===== src/hdl/lsu_settings.svh =====
// Global widths and RAM geometry for the load/store path

`ifndef LSU_SETTINGS_SVH
`define LSU_SETTINGS_SVH

////////////////////
// Datapath
////////////////////

`define LSU_XLEN      64   // Data and address width
`define LSU_EXC_W     16   // Exception vector width

////////////////////
// Data RAM
////////////////////

`define LSU_RAM_WORDS 256  // Depth in doublewords, 2 KB
`define LSU_RAM_AW    8    // Doubleword index bits, adr[10:3]

`endif


===== src/hdl/lsu_pkg.sv =====
// Load/store package: opcode, size, func3, mode and cause enums, request and response structs

`include "lsu_settings.svh"

package lsu_pkg;

  ////////////////////
  // Encodings
  ////////////////////

  // Major opcode, instr[6:2]
  typedef enum logic [4:0] {
    OPC_LOAD  = 5'b00000,
    OPC_STORE = 5'b01000
  } opcode_e;

  // Access size on the memory side
  typedef enum logic [2:0] {
    BYTE       = 3'b000,
    HWORD      = 3'b001,
    WORD       = 3'b010,
    DWORD      = 3'b011,
    UNDEF_SIZE = 3'b111
  } mem_size_e;

  // func3 of loads; SB/SH/SW/SD reuse the LB/LH/LW/LD codes
  typedef enum logic [2:0] {
    LB  = 3'b000,
    LH  = 3'b001,
    LW  = 3'b010,
    LD  = 3'b011,  // RV64 only
    LBU = 3'b100,
    LHU = 3'b101,
    LWU = 3'b110   // RV64 only
  } ls_func_e;

  // Same coding as the MXL field
  typedef enum logic [1:0] {
    RV32I = 2'b01,
    RV64I = 2'b10
  } xlen_mode_e;

  // Bit index into the exception vector
  typedef enum int unsigned {
    EXC_INSTR_MISALIGNED   = 0,
    EXC_INSTR_ACCESS_FAULT = 1,
    EXC_ILLEGAL_INSTR      = 2,
    EXC_BREAKPOINT         = 3,
    EXC_LOAD_MISALIGNED    = 4,
    EXC_LOAD_ACCESS_FAULT  = 5,
    EXC_STORE_MISALIGNED   = 6,
    EXC_STORE_ACCESS_FAULT = 7
  } exc_cause_e;

  ////////////////////
  // Bundles
  ////////////////////

  // Issue to RAM
  typedef struct packed {
    logic [`LSU_XLEN-1:0]  adr;
    logic [`LSU_XLEN-1:0]  wdata;        // Already in its byte lane
    mem_size_e             size;
    logic                  we;
    logic                  ld_unsigned;
    logic [`LSU_EXC_W-1:0] exc;          // Rides along with the instruction
  } lsu_req_t;

  // RAM to load align
  typedef struct packed {
    logic [`LSU_XLEN-1:0]  q;            // Whole doubleword
    logic [2:0]            lane;         // Byte offset within it
    mem_size_e             size;
    logic                  we;
    logic                  ld_unsigned;
    logic [`LSU_EXC_W-1:0] exc;
  } lsu_rsp_t;

endpackage


===== src/hdl/lsu_load_align.sv =====
// Load lane select, sign/zero extension and registered writeback

`timescale 1ns/1ps
`include "lsu_settings.svh"

module lsu_load_align (
  input  logic                  clk,
  input  logic                  rstn,
  input  logic                  dmem_ack,
  input  lsu_pkg::lsu_rsp_t     dmem_s,
  output logic                  wb_valid,
  output logic [`LSU_XLEN-1:0]  wb_data,
  output logic [`LSU_EXC_W-1:0] wb_exception
);

  logic [`LSU_XLEN-1:0] shifted;  // Addressed byte moved down to bit 0
  logic [`LSU_XLEN-1:0] ext;
  logic [`LSU_XLEN-1:0] wb_nxt;
  logic                 sgn;      // Replicated sign bit, zero for unsigned

  assign shifted = dmem_s.q >> {dmem_s.lane, 3'b000};

  ////////////////////
  // Extension
  ////////////////////

  always_comb begin
    sgn = 1'b0;
    ext = '0;
    case (dmem_s.size)
      lsu_pkg::BYTE: begin
        sgn = ~dmem_s.ld_unsigned & shifted[7];
        ext = {{(`LSU_XLEN-8){sgn}}, shifted[7:0]};
      end
      lsu_pkg::HWORD: begin
        sgn = ~dmem_s.ld_unsigned & shifted[15];
        ext = {{(`LSU_XLEN-16){sgn}}, shifted[15:0]};
      end
      lsu_pkg::WORD: begin
        sgn = ~dmem_s.ld_unsigned & shifted[31];  // LW vs LWU
        ext = {{(`LSU_XLEN-32){sgn}}, shifted[31:0]};
      end
      lsu_pkg::DWORD: ext = shifted;
      default:        ext = '0;  // Undefined size carries no data
    endcase
  end

  // Stores and faulted accesses write back nothing
  assign wb_nxt = (dmem_s.we || |dmem_s.exc) ? '0 : ext;

  ////////////////////
  // Writeback stage
  ////////////////////

  always_ff @(posedge clk or negedge rstn) begin
    if (!rstn) wb_valid <= 1'b0;
    else       wb_valid <= dmem_ack;
  end

  always_ff @(posedge clk) begin
    if (dmem_ack) begin
      wb_data      <= wb_nxt;
      wb_exception <= dmem_s.exc;
    end
  end

endmodule


===== config.mk =====
export PLATFORM = sky130hd
export DESIGN_NAME = lsu_load_align
export DESIGN_NICKNAME = d
export VERILOG_FILES = /design/src/hdl/lsu_pkg.sv /design/src/hdl/lsu_load_align.sv
export VERILOG_INCLUDE_DIRS = /design/src /design/src/hdl
export SDC_FILE = /design/constraint.sdc
export NUM_CORES = 1
export LEC_CHECK = 0
export BUFFER_PORTS_ARGS = -buffer_cell sky130_fd_sc_hd__buf_2
export CORE_UTILIZATION = 47
export CTS_CLUSTER_DIAMETER = 120
export DETAILED_ROUTE_END_ITERATION = 10
export HOLD_SLACK_MARGIN = 0.02
export MAX_ROUTING_LAYER = met4
export PLACE_DENSITY_LB_ADDON = 0.12
export SLEW_MARGIN = 20
export SYNTH_ARGS = -nofsm -noshare
export SYNTH_HDL_FRONTEND = slang
export SYNTH_SLANG_ARGS = --single-unit

===== constraint.sdc =====
create_clock -name clk -period 0.8 [get_ports clk]
set_clock_uncertainty 0.2 [all_clocks]
set_input_delay 0.08 -clock clk [delete_from_list [all_inputs] [get_ports clk]]
set_output_delay 0.08 -clock clk [all_outputs]
set_load 0.005 [all_outputs]

==> impl_table.tex <==
\begin{tabular}{lr}
\hline
Metric & Value \\
\hline
\multicolumn{2}{l}{\textbf{Global routing}} \\
GRT overflow & 0 \\
Wire length of the first global-routing pass & 25,400 um \\
Largest net degree at the start of global routing & 26 \\
Number of antenna violations at the first check in global routing & 2 \\
Tot GR Track Use & 0.301 \\
Vias in the first global route & 4,668 \\
\multicolumn{2}{l}{\textbf{Power and ir drop}} \\
Static leakage & 3.02 nW \\
Maximum vdd drop & 1.16 mV \\
Power per cell area & 1510 nW/um2 \\
\multicolumn{2}{l}{\textbf{Clock network}} \\
Hold-fix buffers at CTS & 1 \\
CTS H-tree lvls & 3 \\
TritonCTS clock tree & built \\
Maximum count of clock buffers along a single path & 2 \\
Number of CTS-inserted buffers & 9 \\
CTS Root Cell & sky130\_fd\_sc\_hd\_\_clkbuf\_16 \\
Clk pin slew, worst setup/hold paths & 0.07 ns \\
Number of clock sinks & 81 \\
\multicolumn{2}{l}{\textbf{Floorplanning}} \\
Horizontal extent of the die & 109 um \\
Total die area & 11,800 um2 \\
Starting Density & 0.489 \\
Core Area & 10,900 um2 \\
Io pins & 172 \\
Number of placement rows & 38 \\
Die outline height & 109 um \\
\multicolumn{2}{l}{\textbf{Status}} \\
Result of the run & finished with violations \\
Failing checks & hold timing, setup timing \\
\multicolumn{2}{l}{\textbf{Synth}} \\
Most frequent cells after synthesis & 80 x sky130\_fd\_sc\_hd\_\_edfxtp\_1, 68 x sky130\_fd\_sc\_hd\_\_nand2\_1, 40 x sky130\_fd\_sc\_hd\_\_mux2i\_1 \\
Number of library cell types mapped by synthesis & 44 \\
Most frequent cell after synthesis & sky130\_fd\_sc\_hd\_\_edfxtp\_1 \\
Largest area contributor in the netlist & sky130\_fd\_sc\_hd\_\_edfxtp\_1 \\
Register area share after synthesis & 0.454 \\
Synthesis Warnings & 0 \\
Netlist area before placement & 5340 um2 \\
Syn\_area\_per\_cell & 12.6 um2 \\
Net count of the mapped netlist & 514 \\
Cells taking the most area after synthesis & sky130\_fd\_sc\_hd\_\_edfxtp\_1 45\%, sky130\_fd\_sc\_hd\_\_mux4\_2 9.7\%, sky130\_fd\_sc\_hd\_\_a41oi\_2 8.5\% \\
Post-synthesis instance total & 423 \\
Synth Flop Type & sky130\_fd\_sc\_hd\_\_edfxtp\_1 \\
Post-synth top area share & 0.450 \\
Flip-flop and latch count after synthesis & 81 \\
Share of synthesized flip-flops with an asynchronous set or reset & 0.0123 \\
Number of enable-type register cells in the synthesized netlist & 80 \\
\multicolumn{2}{l}{\textbf{Worst setup path}} \\
Worst setup SP type & input pin \\
Most Frequent Cell on Critical Path & sky130\_fd\_sc\_hd\_\_or4\_4 \\
Setup crit end & wb\_data[28] \\
Critical path cell sequence & buf\_6, or4\_4, or4\_4, buf\_12, a31oi\_2 \\
Worst-path cell with the longest stage delay & sky130\_fd\_sc\_hd\_\_or4\_4 \\
Classification of the worst setup path & input pin to register \\
Capturing element type of the critical path & register \\
Dominant delay contributor by cell family on the critical path & simple AND/OR/NAND/NOR gates \\
Crit path arrival time & 1.66 ns \\
Sum of buffers and inverters on the critical path & 2 \\
Data required time of the critical path & 0.77 ns \\
Highest fanout seen on the critical path & 23 \\
CP Launch Point & dmem\_s[0] \\
Delay contributed by the slowest stage of the critical path & 0.56 ns \\
Worst path depth & 5 \\
\multicolumn{2}{l}{\textbf{Cells and area}} \\
Final-stage net count & 761 \\
Area growth, synth to finish & 43.8\% \\
Final standard cell utilization of the core & 0.703 \\
Count of placed standard cells in the final layout, fillers left out & 817 \\
Fraction of layout cells with a size suffix above 1 & 0.596 \\
Post-route standard cell area excluding fillers & 7680 um2 \\
\multicolumn{2}{l}{\textbf{STA}} \\
Post-layout min period & 1.69 ns \\
Setup repair after global routing missed its margin & yes \\
Final setup margin & -0.891 ns \\
Hold violation total from the final report & 18 \\
Maximum frequency from static timing analysis & 591 MHz \\
Share of the cycle needed by the critical path after routing & 2.11 \\
Total setup violations reported at the end of the flow & 145 \\
Slew Limit Headroom & 0.653 \\
Fin Setup TNS & -77.97 ns \\
Fin Hold WS & -0.293 ns \\
Worst-Margin Slew & 0.519 ns \\
Number of max-slew violations in the final report & 0 \\
\multicolumn{2}{l}{\textbf{Placement}} \\
Placement Cell Area & 7200 um2 \\
Placer congestion estimate & 0.970 \\
Dpl hpwl & 12,600 um \\
\# port buffers & 171 \\
Post-placement cell count & 794 \\
\multicolumn{2}{l}{\textbf{Job}} \\
MaxCap Viol Count & 0 \\
\multicolumn{2}{l}{\textbf{Drt}} \\
Initial DRT Pass Iterations & 5 \\
Number of remaining DRC errors & 0 \\
DRT antenna net count & 0 \\
Routed len/inst & 20.9 um \\
Vias after detailed routing & 4,847 \\
Total detailed-routing wirelength & 17,100 um \\
DRT iter0 DRCs & 414 \\
Vias per cell & 5.93 \\
\multicolumn{2}{l}{\textbf{Min path}} \\
Class of the worst hold path & input pin to register \\
\hline
\end{tabular}
-- stage by stage --
stage                     total power, W  setup slack (ns)
after floorplan                  0.00608             -1.07
after global placement           0.00736             -1.26
after detailed placement         0.00741             -1.26
after CTS                         0.0116            -0.860
after global routing              0.0120            -0.893
final                             0.0116            -0.891
-- cells in the final DEF (no fill, tap or decap), drive strengths merged, types with 2 or more instances in the layout --
cell type,netlist,layout
o2bb2ai,14,14
inv,2,3
clkinv,0,2
nor2b,6,6
a22o,8,8
clkinvlp,0,3
a31oi,16,16
diode,0,2
o21ai,2,2
mux2i,40,40
o211ai,8,8
nand2,69,69
a41oi,32,32
edfxtp,80,80
nand3,3,3
mux4,23,23
a21oi,15,15
or4,2,2
clkbuf,13,11
buf,36,282
mux2,18,18
nor2,5,5
nor4,4,4
nand2b,14,14
-- logic make-up (layout without fill, tap and decap cells) --
logic type             count (synthesis)  count (layout)  share of synthesized area
AND/OR/NAND/NOR                      113             113                      0.101
AO/OA/AOI/OAI                         97              97                      0.177
multiplexers                          81              81                      0.210
flip-flops                            81              81                      0.454
buffers and inverters                 51             303                     0.0576
other                                  0               2                          0
-- final cells by class --
class,count,area [um2]
Multi-Input combinational cell,291,2770
Inverter,2,7.51
Sequential cell,81,2430
Clock buffer,9,225
Clock inverter,7,70.1
Antenna cell,2,5.00
Timing Repair Buffer,285,2000
Fill cell,806,3250
Tap cell,140,175
-- where the power goes --
part / leakage, nW / switching [W] / internal [W]
combinational: 2.11 / 0.00117 / 0.00127
clock: 0.136 / 0.00178 / 0.00241
sequential: 0.776 / 0.0000822 / 0.00489
-- per-layer routing --
| metal | part of all wire | GRT usage | up-vias | routed length (um) |
|---|---|---|---|---|
| li1 | - | - | 2182 | - |
| met1 | 0.40 | 0.390 | 2356 | 6780 |
| met2 | 0.50 | 0.470 | 268 | 8480 |
| met3 | 0.080 | 0.0490 | 41 | 1380 |
| met4 | 0.027 | 0.127 | 0 | 467 |
| met5 | 0 | - | - | 0 |
-- registers in the layout, summed over array words and instances, names as in the netlist --
name / flops
wb_data: 64
wb_exception: 16
wb_valid: 1
-- worst min path at each step --
stage | cells past startpoint | to | from
finish | 1 | wb_exception[0] | dmem_s[0]
global route | 1 | wb_exception[0] | dmem_s[0]
CTS | 1 | wb_exception[0] | dmem_s[0]
detailed placement | 1 | wb_valid | rstn
global placement | 1 | wb_valid | rstn
floorplan | 0 | wb_valid | rstn
-- timing repair --
item,4_1_cts,5_1_grt
pin swaps,3,0
gates resized for setup,9,10
hold endpoints to repair,20,20
gates cloned,0,3
endpoints found under the setup margin,145,145
buffers inserted,1,0
Note: power is estimated with default switching activity, not from simulation.
