===== src/hdl/lsu_settings.svh =====
// Global widths and RAM geometry for the load/store path

`ifndef LSU_SETTINGS_SVH
`define LSU_SETTINGS_SVH

////////////////////
// Datapath
////////////////////

`define LSU_XLEN      64   // Data and address width
`define LSU_EXC_W     16   // Exception vector width

////////////////////
// Data RAM
////////////////////

`define LSU_RAM_WORDS 256  // Depth in doublewords, 2 KB
`define LSU_RAM_AW    8    // Doubleword index bits, adr[10:3]

`endif


===== src/hdl/lsu_pkg.sv =====
// Load/store package: opcode, size, func3, mode and cause enums, request and response structs

`include "lsu_settings.svh"

package lsu_pkg;

  ////////////////////
  // Encodings
  ////////////////////

  // Major opcode, instr[6:2]
  typedef enum logic [4:0] {
    OPC_LOAD  = 5'b00000,
    OPC_STORE = 5'b01000
  } opcode_e;

  // Access size on the memory side
  typedef enum logic [2:0] {
    BYTE       = 3'b000,
    HWORD      = 3'b001,
    WORD       = 3'b010,
    DWORD      = 3'b011,
    UNDEF_SIZE = 3'b111
  } mem_size_e;

  // func3 of loads; SB/SH/SW/SD reuse the LB/LH/LW/LD codes
  typedef enum logic [2:0] {
    LB  = 3'b000,
    LH  = 3'b001,
    LW  = 3'b010,
    LD  = 3'b011,  // RV64 only
    LBU = 3'b100,
    LHU = 3'b101,
    LWU = 3'b110   // RV64 only
  } ls_func_e;

  // Same coding as the MXL field
  typedef enum logic [1:0] {
    RV32I = 2'b01,
    RV64I = 2'b10
  } xlen_mode_e;

  // Bit index into the exception vector
  typedef enum int unsigned {
    EXC_INSTR_MISALIGNED   = 0,
    EXC_INSTR_ACCESS_FAULT = 1,
    EXC_ILLEGAL_INSTR      = 2,
    EXC_BREAKPOINT         = 3,
    EXC_LOAD_MISALIGNED    = 4,
    EXC_LOAD_ACCESS_FAULT  = 5,
    EXC_STORE_MISALIGNED   = 6,
    EXC_STORE_ACCESS_FAULT = 7
  } exc_cause_e;

  ////////////////////
  // Bundles
  ////////////////////

  // Issue to RAM
  typedef struct packed {
    logic [`LSU_XLEN-1:0]  adr;
    logic [`LSU_XLEN-1:0]  wdata;        // Already in its byte lane
    mem_size_e             size;
    logic                  we;
    logic                  ld_unsigned;
    logic [`LSU_EXC_W-1:0] exc;          // Rides along with the instruction
  } lsu_req_t;

  // RAM to load align
  typedef struct packed {
    logic [`LSU_XLEN-1:0]  q;            // Whole doubleword
    logic [2:0]            lane;         // Byte offset within it
    mem_size_e             size;
    logic                  we;
    logic                  ld_unsigned;
    logic [`LSU_EXC_W-1:0] exc;
  } lsu_rsp_t;

endpackage


===== src/hdl/lsu_issue.sv =====
// Load/store decode, address and store-data generation, registered memory request

`timescale 1ns/1ps
`include "lsu_settings.svh"

module lsu_issue (
  input  logic                  clk,
  input  logic                  rstn,
  input  logic                  ex_stall,     // Holds off acceptance only
  input  logic                  id_valid,
  input  logic [31:0]           id_instr,
  input  logic [`LSU_XLEN-1:0]  opA,
  input  logic [`LSU_XLEN-1:0]  opB,
  input  logic [`LSU_EXC_W-1:0] id_exception,
  input  logic [1:0]            st_xlen,      // xlen_mode_e coding
  output logic                  dmem_req,
  output logic                  exc_pass,
  output lsu_pkg::lsu_req_t     dmem_r
);

  ////////////////////
  // Decode
  ////////////////////

  lsu_pkg::opcode_e     opcode;
  lsu_pkg::ls_func_e    func3;
  lsu_pkg::mem_size_e   size;
  logic                 accept;
  logic                 xlen32;
  logic                 is_load;
  logic                 is_store;
  logic                 ld_legal;
  logic                 st_legal;
  logic                 mem_ok;       // Recognized load/store in this mode
  logic                 has_exc;
  logic [`LSU_XLEN-1:0] imm_s;
  logic [`LSU_XLEN-1:0] adr;
  logic [`LSU_XLEN-1:0] wdata;
  logic [5:0]           lane_sh;      // Byte offset in bits

  assign opcode   = lsu_pkg::opcode_e'(id_instr[6:2]);
  assign func3    = lsu_pkg::ls_func_e'(id_instr[14:12]);
  assign accept   = id_valid & ~ex_stall;
  assign xlen32   = (st_xlen == lsu_pkg::RV32I);
  assign is_load  = (opcode == lsu_pkg::OPC_LOAD);
  assign is_store = (opcode == lsu_pkg::OPC_STORE);
  assign has_exc  = |id_exception;

  // S-type immediate, sign-extended
  assign imm_s = {{(`LSU_XLEN-12){id_instr[31]}}, id_instr[31:25], id_instr[11:7]};

  // Legal load forms
  always_comb begin
    case (func3)
      lsu_pkg::LB, lsu_pkg::LH, lsu_pkg::LW,
      lsu_pkg::LBU, lsu_pkg::LHU: ld_legal = 1'b1;
      lsu_pkg::LD, lsu_pkg::LWU:  ld_legal = ~xlen32;  // Doubleword forms, RV64 only
      default:                    ld_legal = 1'b0;
    endcase
  end

  // Legal store forms, SB..SD share the LB..LD codes
  always_comb begin
    case (func3)
      lsu_pkg::LB, lsu_pkg::LH, lsu_pkg::LW: st_legal = 1'b1;
      lsu_pkg::LD:                           st_legal = ~xlen32;  // SD
      default:                               st_legal = 1'b0;
    endcase
  end

  assign mem_ok = (is_load & ld_legal) | (is_store & st_legal);

  ////////////////////
  // Address and data
  ////////////////////

  assign adr     = is_store ? opA + imm_s : opA + opB;
  assign lane_sh = {adr[2:0], 3'b000};

  // Access size from func3[1:0]; unsigned forms map onto the same sizes
  always_comb begin
    case (func3)
      lsu_pkg::LB, lsu_pkg::LBU: size = lsu_pkg::BYTE;
      lsu_pkg::LH, lsu_pkg::LHU: size = lsu_pkg::HWORD;
      lsu_pkg::LW, lsu_pkg::LWU: size = lsu_pkg::WORD;
      lsu_pkg::LD:               size = lsu_pkg::DWORD;
      default:                   size = lsu_pkg::UNDEF_SIZE;
    endcase
  end

  // Move store data into its byte lane
  always_comb begin
    case (size)
      lsu_pkg::BYTE:  wdata = `LSU_XLEN'(opB[7:0]) << lane_sh;
      lsu_pkg::HWORD: wdata = `LSU_XLEN'(opB[15:0]) << lane_sh;
      lsu_pkg::WORD:  wdata = `LSU_XLEN'(opB[31:0]) << lane_sh;
      default:        wdata = opB;  // Doubleword, no shift
    endcase
  end

  ////////////////////
  // Request register
  ////////////////////

  always_ff @(posedge clk or negedge rstn) begin
    if (!rstn) begin
      dmem_req <= 1'b0;
      exc_pass <= 1'b0;
    end else begin
      dmem_req <= accept & mem_ok & ~has_exc;
      exc_pass <= accept & has_exc;  // Any opcode, so the vector reaches writeback
    end
  end

  // Payload, qualified by the strobes above
  always_ff @(posedge clk) begin
    if (accept) begin
      dmem_r.adr         <= adr;
      dmem_r.wdata       <= wdata;
      dmem_r.size        <= mem_ok ? size : lsu_pkg::UNDEF_SIZE;
      dmem_r.we          <= is_store;
      dmem_r.ld_unsigned <= is_load & func3[2];  // LBU, LHU, LWU
      dmem_r.exc         <= id_exception;
    end
  end

  ////////////////////
  // Checks
  ////////////////////

  // A request either touches the RAM or only carries exceptions
  a_req_excl: assert property (@(posedge clk) disable iff (!rstn)
    !(dmem_req && exc_pass));

  a_adr_known: assert property (@(posedge clk) disable iff (!rstn)
    dmem_req |-> !$isunknown(dmem_r.adr));

endmodule


===== config.mk =====
export PLATFORM = sky130hd
export DESIGN_NAME = lsu_issue
export DESIGN_NICKNAME = d
export VERILOG_FILES = /design/src/hdl/lsu_pkg.sv /design/src/hdl/lsu_issue.sv
export VERILOG_INCLUDE_DIRS = /design/src /design/src/hdl
export SDC_FILE = /design/constraint.sdc
export NUM_CORES = 1
export LEC_CHECK = 0
export BUFFER_PORTS_ARGS = -buffer_cell sky130_fd_sc_hd__buf_4
export CAP_MARGIN = 20
export CORE_MARGIN = 5
export CORE_UTILIZATION = 35
export CTS_BUF_LIST = sky130_fd_sc_hd__clkbuf_8
export CTS_CLUSTER_DIAMETER = 60
export DETAILED_ROUTE_END_ITERATION = 10
export SYNTH_ARGS = -nofsm -noshare
export SYNTH_HDL_FRONTEND = slang
export SYNTH_SLANG_ARGS = --single-unit

===== constraint.sdc =====
create_clock -name clk -period 0.8 [get_ports clk]
set_clock_uncertainty 0.05 [all_clocks]
set_input_delay 0.16 -clock clk [delete_from_list [all_inputs] [get_ports clk]]
set_output_delay 0.16 -clock clk [all_outputs]
set_load 0.05 [all_outputs]

==> metrics, run 1 <==
max-slew violation count 0; crit path DAT 3.36 ns; DR vias/cell 5.378; diode count 0; critical path required time between 1 and 1.5 ns; Hold Path Depth 2; CTS Buf Count 17; critical-path maximum fanout 8; overflow left after global routing 0; DRC Markers 0; clock slew at reported path FFs 0.09 ns; io pins approximately 330; Via Count 12290; DP Area around 0.017 sq mm; share of layout cells above drive strength 1 a little under three fifths; Post-Syn Nets 1382; area of the die 0.03552 sq mm; Initial Util 35.42%; htree depth 4; Min-Delay Endpoint dmem_r[65]; syn avg cell area 9.882 sq um; Final Routed Wirelength 48440 microns; Post-synth EDFFs approximately 150; WL/cell ~21 microns; vias in the first global route 12210; largest buffer count on any clock path 2; Max VDD drop 0.0009587 V; CP Class in2reg; Die X 188.5 microns; most common cell after layout, fill and taps aside buf_4; Yosys reg bits 151; failing checks negative hold slack, negative setup slack; clock sinks approximately 150; Final WS setup -2.347 ns; fmax about 320 MHz; final hold violation count 9; drt first pass iters 5; mapped cell area 0.01115 sq mm; core area 0.03147 sq mm; All-Layer GR Usage 26.01%; wire length of the first global-routing pass 71420 microns; pwr dens between 1500 and 2000 mW/mm^2; most frequent cells in the layout 664 x buf_4, 149 x edfxtp_1, 124 x nand2_1; Mapped Cells 1128; area grow syn2layout 78.02%; crit share post-route 393.4%; startpoint types input port; number of nets in the layout 2125; antenna viol nets, final 0; pin count of the biggest net entering global routing 26; num rows 65; Post-Layout Inst Area 0.01984 sq mm; DP HPWL 38640 microns; chip height about 190 microns; Yosys warning total 0; # Max-Cap Violations 0; hold buffer count at CTS 20; Leak roughly 8.7 nW; Tot Pwr 32.55 mW; drt first-iter violations between 900 and 1000; Port Buf Inserts 320; CTS tree yes; clk root buf clkbuf_8; Min-Delay Startpoint opB[44]; status finished, violations left; Top FF cell, synth edfxtp_1; Crit. End Element register; RSZ-0062 raised after global routing true; Min-Delay Path Class in2reg; Placer Congestion just under 1; final setup vio count 285; Async SR Flop Fraction 1.325%; Period minus WS final about 3.1 ns; relative slew slack a little under two thirds; count of different cell masters after synthesis 83; Fin Hold WS -0.06770 ns; post-synthesis sequential area ratio 40.59%; Worst-Margin Slew between 0.5 and 0.6 ns; antenna violations before repair 4
-- repair_timing --
action,4_1_cts,5_1_grt
pin swaps,56,62
hold endpoints to repair,34,10
endpoints found under the setup margin,284,285
gates resized for setup,210,140
gates cloned,3,3
setup buffers,30,30
-- how the worst max path moves through the flow --
stage	start	cells after the start	endpoint	slack (ns)
CTS	id_instr[3]	17	dmem_r[135]	-2.21
detailed placement	id_instr[6]	14	dmem_r[126]	-3.02
floorplan	id_instr[6]	14	dmem_r[140]	-2.47
global placement	id_instr[6]	15	dmem_r[147]	-2.99
finish	id_instr[3]	17	dmem_r[140]	-2.35
global route	id_instr[3]	17	dmem_r[140]	-2.40
-- kinds of logic after synthesis --
kind of cell	after synthesis	share of synthesized area (%)
buf+inv	85	3.435
flops	151	40.59
compound gates	397	25.91
xor+xnor	55	4.321
fa+ha+maj	72	8.149
mux	30	2.997
simple gates	338	14.60
-- worst max-delay path: stages --
cell and delay [ns]:
buf_6 0.10, nor4_4 0.27, buf_6 0.17, and3_4 0.22
buf_6 0.12, buf_16 0.12, buf_6 0.09, a21o_1 0.16
ha_4 0.20, nand4_1 0.14, or4_4 0.57, o21ba_4 0.27
o31ai_4 0.11, o21bai_4 0.25, buf_4 0.15, a41oi_2 0.11
xnor2_1 0.14
-- synth_stat cells (4+ instances only) --
master,count,share of area (%)
a21boi_0,4,0.27
a21o_1,84,5.7
a21oi_1,79,3.5
a22o_1,33,2.6
a22oi_1,17,1.1
a311oi_1,4,0.31
a31oi_1,15,0.84
and2_1,8,0.45
and3_1,11,0.62
and4_1,5,0.39
buf_1,7,0.24
buf_2,9,0.40
buf_6,6,0.61
clkbuf_1,36,1.2
edfxtp_1,149,40
ha_1,71,8.0
inv_1,24,0.81
mux2_2,27,2.7
nand2_1,148,5.0
nand2b_1,6,0.34
nand3_1,16,0.72
nand4_1,18,1.0
nor2_1,64,2.2
nor2b_1,15,0.84
nor3_1,14,0.63
nor4_1,7,0.39
o211ai_1,4,0.27
o21a_1,6,0.40
o21ai_0,67,3.0
o21ai_1,6,0.27
o21bai_1,16,1.1
o22ai_1,10,0.56
or2_2,5,0.28
or3_1,5,0.28
xnor2_1,39,3.1
xor2_1,16,1.3
-- routing by layer --
layer / global-route usage, % / vias to the layer above / wire [microns]
met5: 0 / - / 66
met4: 8.576 / 8 / 1332
met3: 5.002 / 83 / 3650
met2: 43.03 / 526 / 23080
li1: - / 5761 / -
met1: 34.44 / 5916 / 20300
-- registers in the layout (all words and copies together), names as in the netlist --
register	cells
dmem_req	1
dmem_r	149
exc_pass	1
-- per-stage QoR --
step | setup slack, ns | TNS [ns] | std cells | utilization [%]
3_3_place_gp | -2.985 | -393.66 | 2177 | 54.14
2_1_floorplan | -2.473 | -596.65 | 1128 | -
5_1_grt | -2.400 | -335.48 | 2286 | 63.05
4_1_cts | -2.211 | -307.70 | 2261 | 60.18
3_5_place_dp | -3.018 | -397.82 | 2177 | 54.14
6_report | -2.347 | -320.16 | 2286 | 63.05
-- area by class of cell --
type / instances / area (sq um)
Fill cell: 2607 / 11630
Multi-Input combinational cell: 892 / 7749
Timing Repair Buffer: 784 / 6549
Sequential cell: 151 / 4524
Tap cell: 402 / 503.0
Clock buffer: 17 / 234.0
Clock inverter: 15 / 188.9
Inverter: 25 / 96.34
-- report_power, final --
| group | switching [mW] | internal (mW) | leakage (nW) |
|---|---|---|---|
| Combinational | 8.81 | 7.32 | 7.14 |
| Clock | 3.52 | 2.90 | 0.210 |
| Sequential | 0.268 | 9.74 | 1.37 |
| Total | 12.6 | 20.0 | 8.73 |
(Power assumes the default switching activity.)
==> run 2, diff against run 1 <==
- ABC_AREA: unset -> 1
- RECOVER_POWER: unset -> 100
==> run 2 against run 1 <==
  * The run still ends with negative hold slack, negative setup slack left
  * Global-route usage rose by 2.4 points
  * Sequential share of layout area fell by 3.1 points
  * Largest cell class unchanged
  * Total power rose by 6.5%
  * Die area rose by 16%
  * Setup slack improved by 0.76 ns
==> metrics, run 2 <==
most common cell after layout, fill and taps aside buf_4; area leader, netlist edfxtp_1; clk root buf clkbuf_8; startpoint types input port; max reg flops 149 (unchanged); Max VDD drop 0.001115 V (+16%); share of layout cells above drive strength 1 49.07% (-7.8 points); num rows 70 (+7.7%); Period minus WS final 2.385 ns (-0.7625 ns); final setup vio count 429 (+51%); TNS Setup -269.09 ns (+51.07 ns); hold buffer count at CTS 31 (+55%); htree depth 4 (unchanged); antenna violations before repair 2 (-2); chip height 203.3 microns (+7.9%); Yosys warning total 0 (unchanged); antenna viol nets, final 0 (unchanged); # Max-Cap Violations 0 (unchanged); status finished, violations left; DR vias/cell 4.932 (-8.3%); crit share post-route 298.1% (-95 points); Top FF cell, synth edfxtp_1; Post-Syn Nets 2224 (+61%); WL/cell 19.39 microns (-8.5%); relative slew slack 61.31% (-2.4 points); compound-cell area share of the yosys netlist 10.49% (-15 points); synth cell count leaders 710 x nand2_1, 394 x inv_1, 149 x edfxtp_1; CTS tree yes; synth top area cells edfxtp_1 34%, nand2_1 20%, inv_1 11%; critical-path maximum fanout 7 (-1); post-synthesis sequential area ratio 34.59% (-6.0 points); clock sinks 151 (unchanged); Initial Util 35.55% (+0.14 points); Leak 11.21 nW (+28%); placed instance count 3047 (+40%); area grow syn2layout 76.05%; Async SR Flop Fraction 1.325% (unchanged); syn avg cell area 6.639 sq um (-33%); adder-cell share of the synthesized area 6.945% (-1.2 points); count of different cell masters after synthesis 41 (-51%); largest buffer count on any clock path 2 (unchanged); top-count cell post-synth nand2_1; Port Buf Inserts 320 (unchanged); crit path DAT 2.61 ns (-0.75 ns); Regs by FF count dmem_r: 149 flops, dmem_req: 1 flops, exc_pass: 1 flops; most flop-heavy register dmem_r; critical path required time 1.03 ns (+0.02 ns); Die X 203.3 microns (+7.9%); max-slew violation count 0 (unchanged); post-synthesis mux area share 0% (-3.0 points); CP Class in2reg; All-Layer GR Usage 28.46% (+2.4 points); DP HPWL 49470 microns (+28%); area of the die 0.04133 sq mm (+16%); largest family of logic cells by synthesized area simple AND/OR/NAND/NOR gates; Post-synth EDFFs 149 (unchanged); Post-Layout Inst Area 0.02302 sq mm (+16%); area share of the largest cell type after synthesis 34.21% (-5.9 points); drt first pass iters 6 (+1); fmax 419.3 MHz (+32%); DRC Markers 0 (unchanged); Via Count 15630 (+27%); Placer Congestion 0.9916 (+0.59%); core area 0.03679 sq mm (+17%); most frequent cells in the layout 637 x buf_4, 530 x nand2_1, 347 x inv_1; Crit. End Element register; Mapped Cells 1970 (+75%); clock slew at reported path FFs 0.10 ns (about the same); pwr dens 1506 mW/mm^2 (-8.2%); fin cells 3168 (+39%); Yosys reg bits 151 (unchanged); final hold violation count 6 (-3); CTS Buf Count 17 (unchanged); mapped cell area 0.01308 sq mm (+17%); number of nets in the layout 2940 (+38%); vias in the first global route 15480 (+27%); Fin Hold WS -0.04204 ns (+0.02566 ns); drt first-iter violations 1260 (+38%); Worst-Margin Slew 0.5742 ns (+0.03614 ns); Post-Synth Simple-Gate Area 32.48% (+18 points); Final WS setup -1.585 ns (+0.7625 ns); DP Area 0.01981 sq mm (+16%); RSZ-0062 raised after global routing true; Min-Delay Path Class in2reg; failing checks negative hold slack, negative setup slack; overflow left after global routing 0 (unchanged); Final Routed Wirelength 61430 microns (+27%); io pins 333 (unchanged); Synth Area in XOR/XNOR 2.076% (-2.2 points); wire length of the first global-routing pass 89220 microns (+25%); pin count of the biggest net entering global routing 31 (+19%)
run 2: cell count changes in the layout (fill, tap and decap cells not counted), sizes merged, moves of 31 or more:
cell	before	now
inv	32	424
nor2	64	142
a21oi	83	52
xnor2	39	0
o21ai	75	152
nand2	150	739
buf	762	696
nand3	16	72
a22o	33	0
a21o	84	0
run 2: final cells by class:
class / count / area (sq um)
Fill cell: 3280 / 13760
Timing Repair Buffer: 739 / 6178
Clock inverter: 14 / 138.9
Antenna cell: 2 / 5.005
Tap cell: 468 / 585.6
Inverter: 419 / 1620
Clock buffer: 17 / 234.0
Sequential cell: 151 / 4524
Multi-Input combinational cell: 1358 / 9738
run 2: path summary, 6_finish.rpt:
kind	from	slack, ns	cells after the start	endpoint
max in group asynchronous	rstn	0.12	3	exc_pass
worst max-delay path	id_instr[3]	-1.58	20	dmem_r[135]
worst min-delay path	id_instr[6]	-0.04	3	dmem_r[16]
min in group asynchronous	rstn	0.45	3	dmem_req
run 2: logic make-up after synthesis:
family,Yosys count
and+or+nand+nor,1006
AOI/OAI and AO/OA,249
buffers and inverters,461
adders and majority gates,72
xor gates and xnor gates,31
DFF,151
run 2: power by group:
part | switching, mW | internal [mW]
Clock | 3.69 | 2.53
Sequential | 0.257 | 9.74
Combinational | 11.0 | 7.41
Total | 15.0 | 19.7
run 2: stage by stage:
step	power [mW]	setup slack, ns	util, %	hold WS (ns)
floorplan	19.15	-2.054	-	-0.1856
global route	36.23	-1.709	62.59	-0.06728
global placement	25.56	-2.230	53.85	-0.1067
finish	34.68	-1.585	62.59	-0.04204
detailed placement	25.62	-2.283	53.85	-0.1031
CTS	33.60	-1.461	59.77	-0.08221
run 2: repair_timing:
item,CTS,global route
endpoints found under the setup margin,283,284
endpoints found under the hold margin,46,6
setup buffers,37,16
gates cloned,3,6
gates resized for setup,291,212
pin swaps,64,50
run 2: critical path, stage by stage:
cell       delay [ns]
buf_6            0.10
nor2_4           0.09
nand4_1          0.17
buf_4            0.21
nor2_4           0.13
inv_6            0.08
clkbuf_16        0.17
o21ai_2          0.06
inv_2            0.07
ha_4             0.31
nand2_4          0.08
nor2_4           0.15
inv_4            0.07
nor3_4           0.21
buf_6            0.16
nand2_2          0.06
nor2_1           0.09
nand2_1          0.09
nand4_1          0.08
nand2_1          0.05
run 2: routing by layer:
layer	vias to the layer above	share of wire [%]	GRT usage, %
met5	-	0	0
met2	669	47	48.19
met1	7237	42	37.12
li1	7630	-	-
met3	90	7.5	4.993
met4	0	2.8	9.010
==> run 3, diff against run 2 <==
- CORE_MARGIN: 5 -> unset
- CTS_BUF_LIST: sky130_fd_sc_hd__clkbuf_8 -> unset
==> run 3 against run 2 <==
  * The flow finishes with violations (negative setup slack)
  * Cell count fell by 1.4%
  * Flip-flop and latch count unchanged
  * Sequential power hardly changed
  * Via count down 2.4%
  * Hold slack gained 0.051 ns
  * Die area decreased by 7.7%
  * Critical path type unchanged
  * Largest cell class unchanged
  * Largest power group unchanged
==> metrics, run 3 (synthesis gave the netlist of run 2 again) <==
status finished, violations left; failing checks negative setup slack; htree depth 4 (unchanged); # Max-Cap Violations 0 (unchanged); clk root buf clkbuf_16; Placer Congestion 0.9674 (-2.4%); CP bufs+invs 6 (-1); area of the die 0.03814 sq mm (-7.7%); CP Class in2reg; critical path required time 0.96 ns (-0.07 ns); setup slack at placement -2.353 ns (-0.07030 ns); most flop-heavy register dmem_r; max-slew violation count 0 (unchanged); Fin Hold WS 0.009211 ns (+0.05125 ns); Period minus WS final 2.395 ns (+0.01009 ns); final hold violation count 0 (-6); clock sinks 151 (unchanged); io pins 333 (unchanged); Max stage delay on crit path 0.42 ns (+0.11 ns); crit share post-route 299.4% (+1.3 points); CTS tree yes; Final Core Density 60.10% (-2.5 points); num rows 70 (unchanged); Final Routed Wirelength 58390 microns (-5.0%); antenna violations before repair 0 (-2); area grow syn2layout 68.64%; fmax 417.6 MHz (-0.42%); clock slew at reported path FFs 0.06 ns (-0.04 ns); WL/cell 18.69 microns (-3.6%); DP HPWL 47620 microns (-3.7%); drt first pass iters 6 (unchanged); core area 0.03670 sq mm (-0.24%); Via Count 15260 (-2.4%); Min-Delay Path Class in2reg; DP Area 0.01975 sq mm (-0.30%); Port Buf Inserts 320 (unchanged); wire length of the first global-routing pass 85760 microns (-3.9%); drt first-iter violations 999 (-21%); sequential power share 28.4% (-0.4 points); Worst-Margin Slew 0.5019 ns (-0.07229 ns); crit-path cells buf_4 -> nor2_4 -> nand4_1 -> inv_2 -> buf_12 -> o21ai_2 -> ha_4 -> fa_2 -> buf_4 -> buf_4 -> nand3_2 -> nand3_4 -> nand3_1 -> nand2_2 -> buf_4 -> xor2_1; Die X 195.3 microns (-3.9%); number of nets in the layout 2896 (-1.5%); DR vias/cell 4.883 (-1.0%); RSZ-0062 raised after global routing true; chip height 195.3 microns (-3.9%); vias in the first global route 15000 (-3.1%); combinational power share 47.9% (-5.3 points); internal power 20.77 mW (+5.5%); Initial Util 35.64% (+0.085 points); switching power 14.59 mW (-2.7%); antenna viol nets, final 0 (unchanged); most frequent cells in the layout 615 x buf_4, 574 x nand2_1, 355 x inv_1; delay-heaviest family, CP buffers and inverters; All-Layer GR Usage 30.36% (+1.9 points); Final WS setup -1.595 ns (-0.01009 ns); most common cell after layout, fill and taps aside buf_4; overflow left after global routing 0 (unchanged); Post-Layout Inst Area 0.02206 sq mm (-4.2%); final setup vio count 384 (-10%); critical-path maximum fanout 12 (+5); DRC Markers 0 (unchanged); Clock Power Share 23.7% (+5.8 points); share of layout cells above drive strength 1 45.39% (-3.7 points); Leak 10.91 nW (-2.7%); switching share of power 41.27% (-2.0 points); Crit. End Element register; pin count of the biggest net entering global routing 54 (+74%); pwr dens 1603 mW/mm^2 (+6.4%); crit path DAT 2.55 ns (-0.06 ns); CTS Buf Count 17 (unchanged); placed instance count 3029 (-0.59%); relative slew slack 66.18% (+4.9 points); fin cells 3124 (-1.4%); # fillers 3369 (+2.7%); Max VDD drop 0.001773 V (+59%); Tot Pwr 35.36 mW (+2.0%); largest buffer count on any clock path 2 (unchanged); TNS Setup -265.84 ns (+3.256 ns); Critical Path Most Common Cell buf_4; CP max stage cell fa_2; startpoint types input port; max reg flops 149 (unchanged); Regs by FF count dmem_r: 149 flops, dmem_req: 1 flops, exc_pass: 1 flops
## run 3: cell count changes in the layout (fill, tap and decap cells not counted), moves of 7 or more
cell	delta
nand2_1	+44
nand2_2	-32
buf_4	-22
buf_6	-12
clkbuf_16	+12
o21ai_2	+8
nor2_2	+9
clkbuf_1	+8
xor2_1	+7
clkbuf_8	-17
nor2_4	-15
nand2_4	-9
o21ai_4	-11
inv_1	+8
## run 3: area by class of cell
class | count | area, sq um | area share, %
clock buffer | 19 | 432.9 | 1.963
inverter | 419 | 1600 | 7.255
sequential | 151 | 4524 | 20.51
clock inverter | 13 | 133.9 | 0.6070
multi-input combinational | 1358 | 9166 | 41.56
tap | 468 | 585.6 | 2.655
timing repair buffer | 695 | 5610 | 25.44
antenna | 1 | 2.502 | 0.01135
## run 3: routing by layer
layer	global-route usage, %	wire, microns	part of all wire, %	vias up
met4	14.67	2439	4.2	0
met5	0	0	0	-
met2	49.39	26980	46	574
li1	-	-	-	7540
met3	5.579	3750	6.4	113
met1	38.78	25220	43	7028
## run 3: worst paths after layout
path                        startpoint  depth (start not counted)  slack, ns          end
max                        id_instr[2]                         16      -1.59  dmem_r[111]
min                            opB[38]                          3      0.009   dmem_r[59]
max in group asynchronous         rstn                          3       0.07     exc_pass
min in group asynchronous         rstn                          3       0.51     dmem_req
## run 3: power by group through the flow
stage          combinational, mW  sequential, mW  clock [mW]
2_1_floorplan               6.46            12.7           0
3_3_place_gp                15.3            10.2           0
3_5_place_dp                15.3            10.2           0
4_1_cts                     16.2            10.0        8.48
5_1_grt                     18.0            10.1        8.73
6_report                    17.0            10.0        8.38
## run 3: timing repair
item                                    in CTS  in global routing
endpoints found under the setup margin     284                322
hold buffers                                25                  0
pin swaps                                   27                 42
buffers inserted                            23                 16
gates resized for setup                    155                176
endpoints found under the hold margin       27                  0
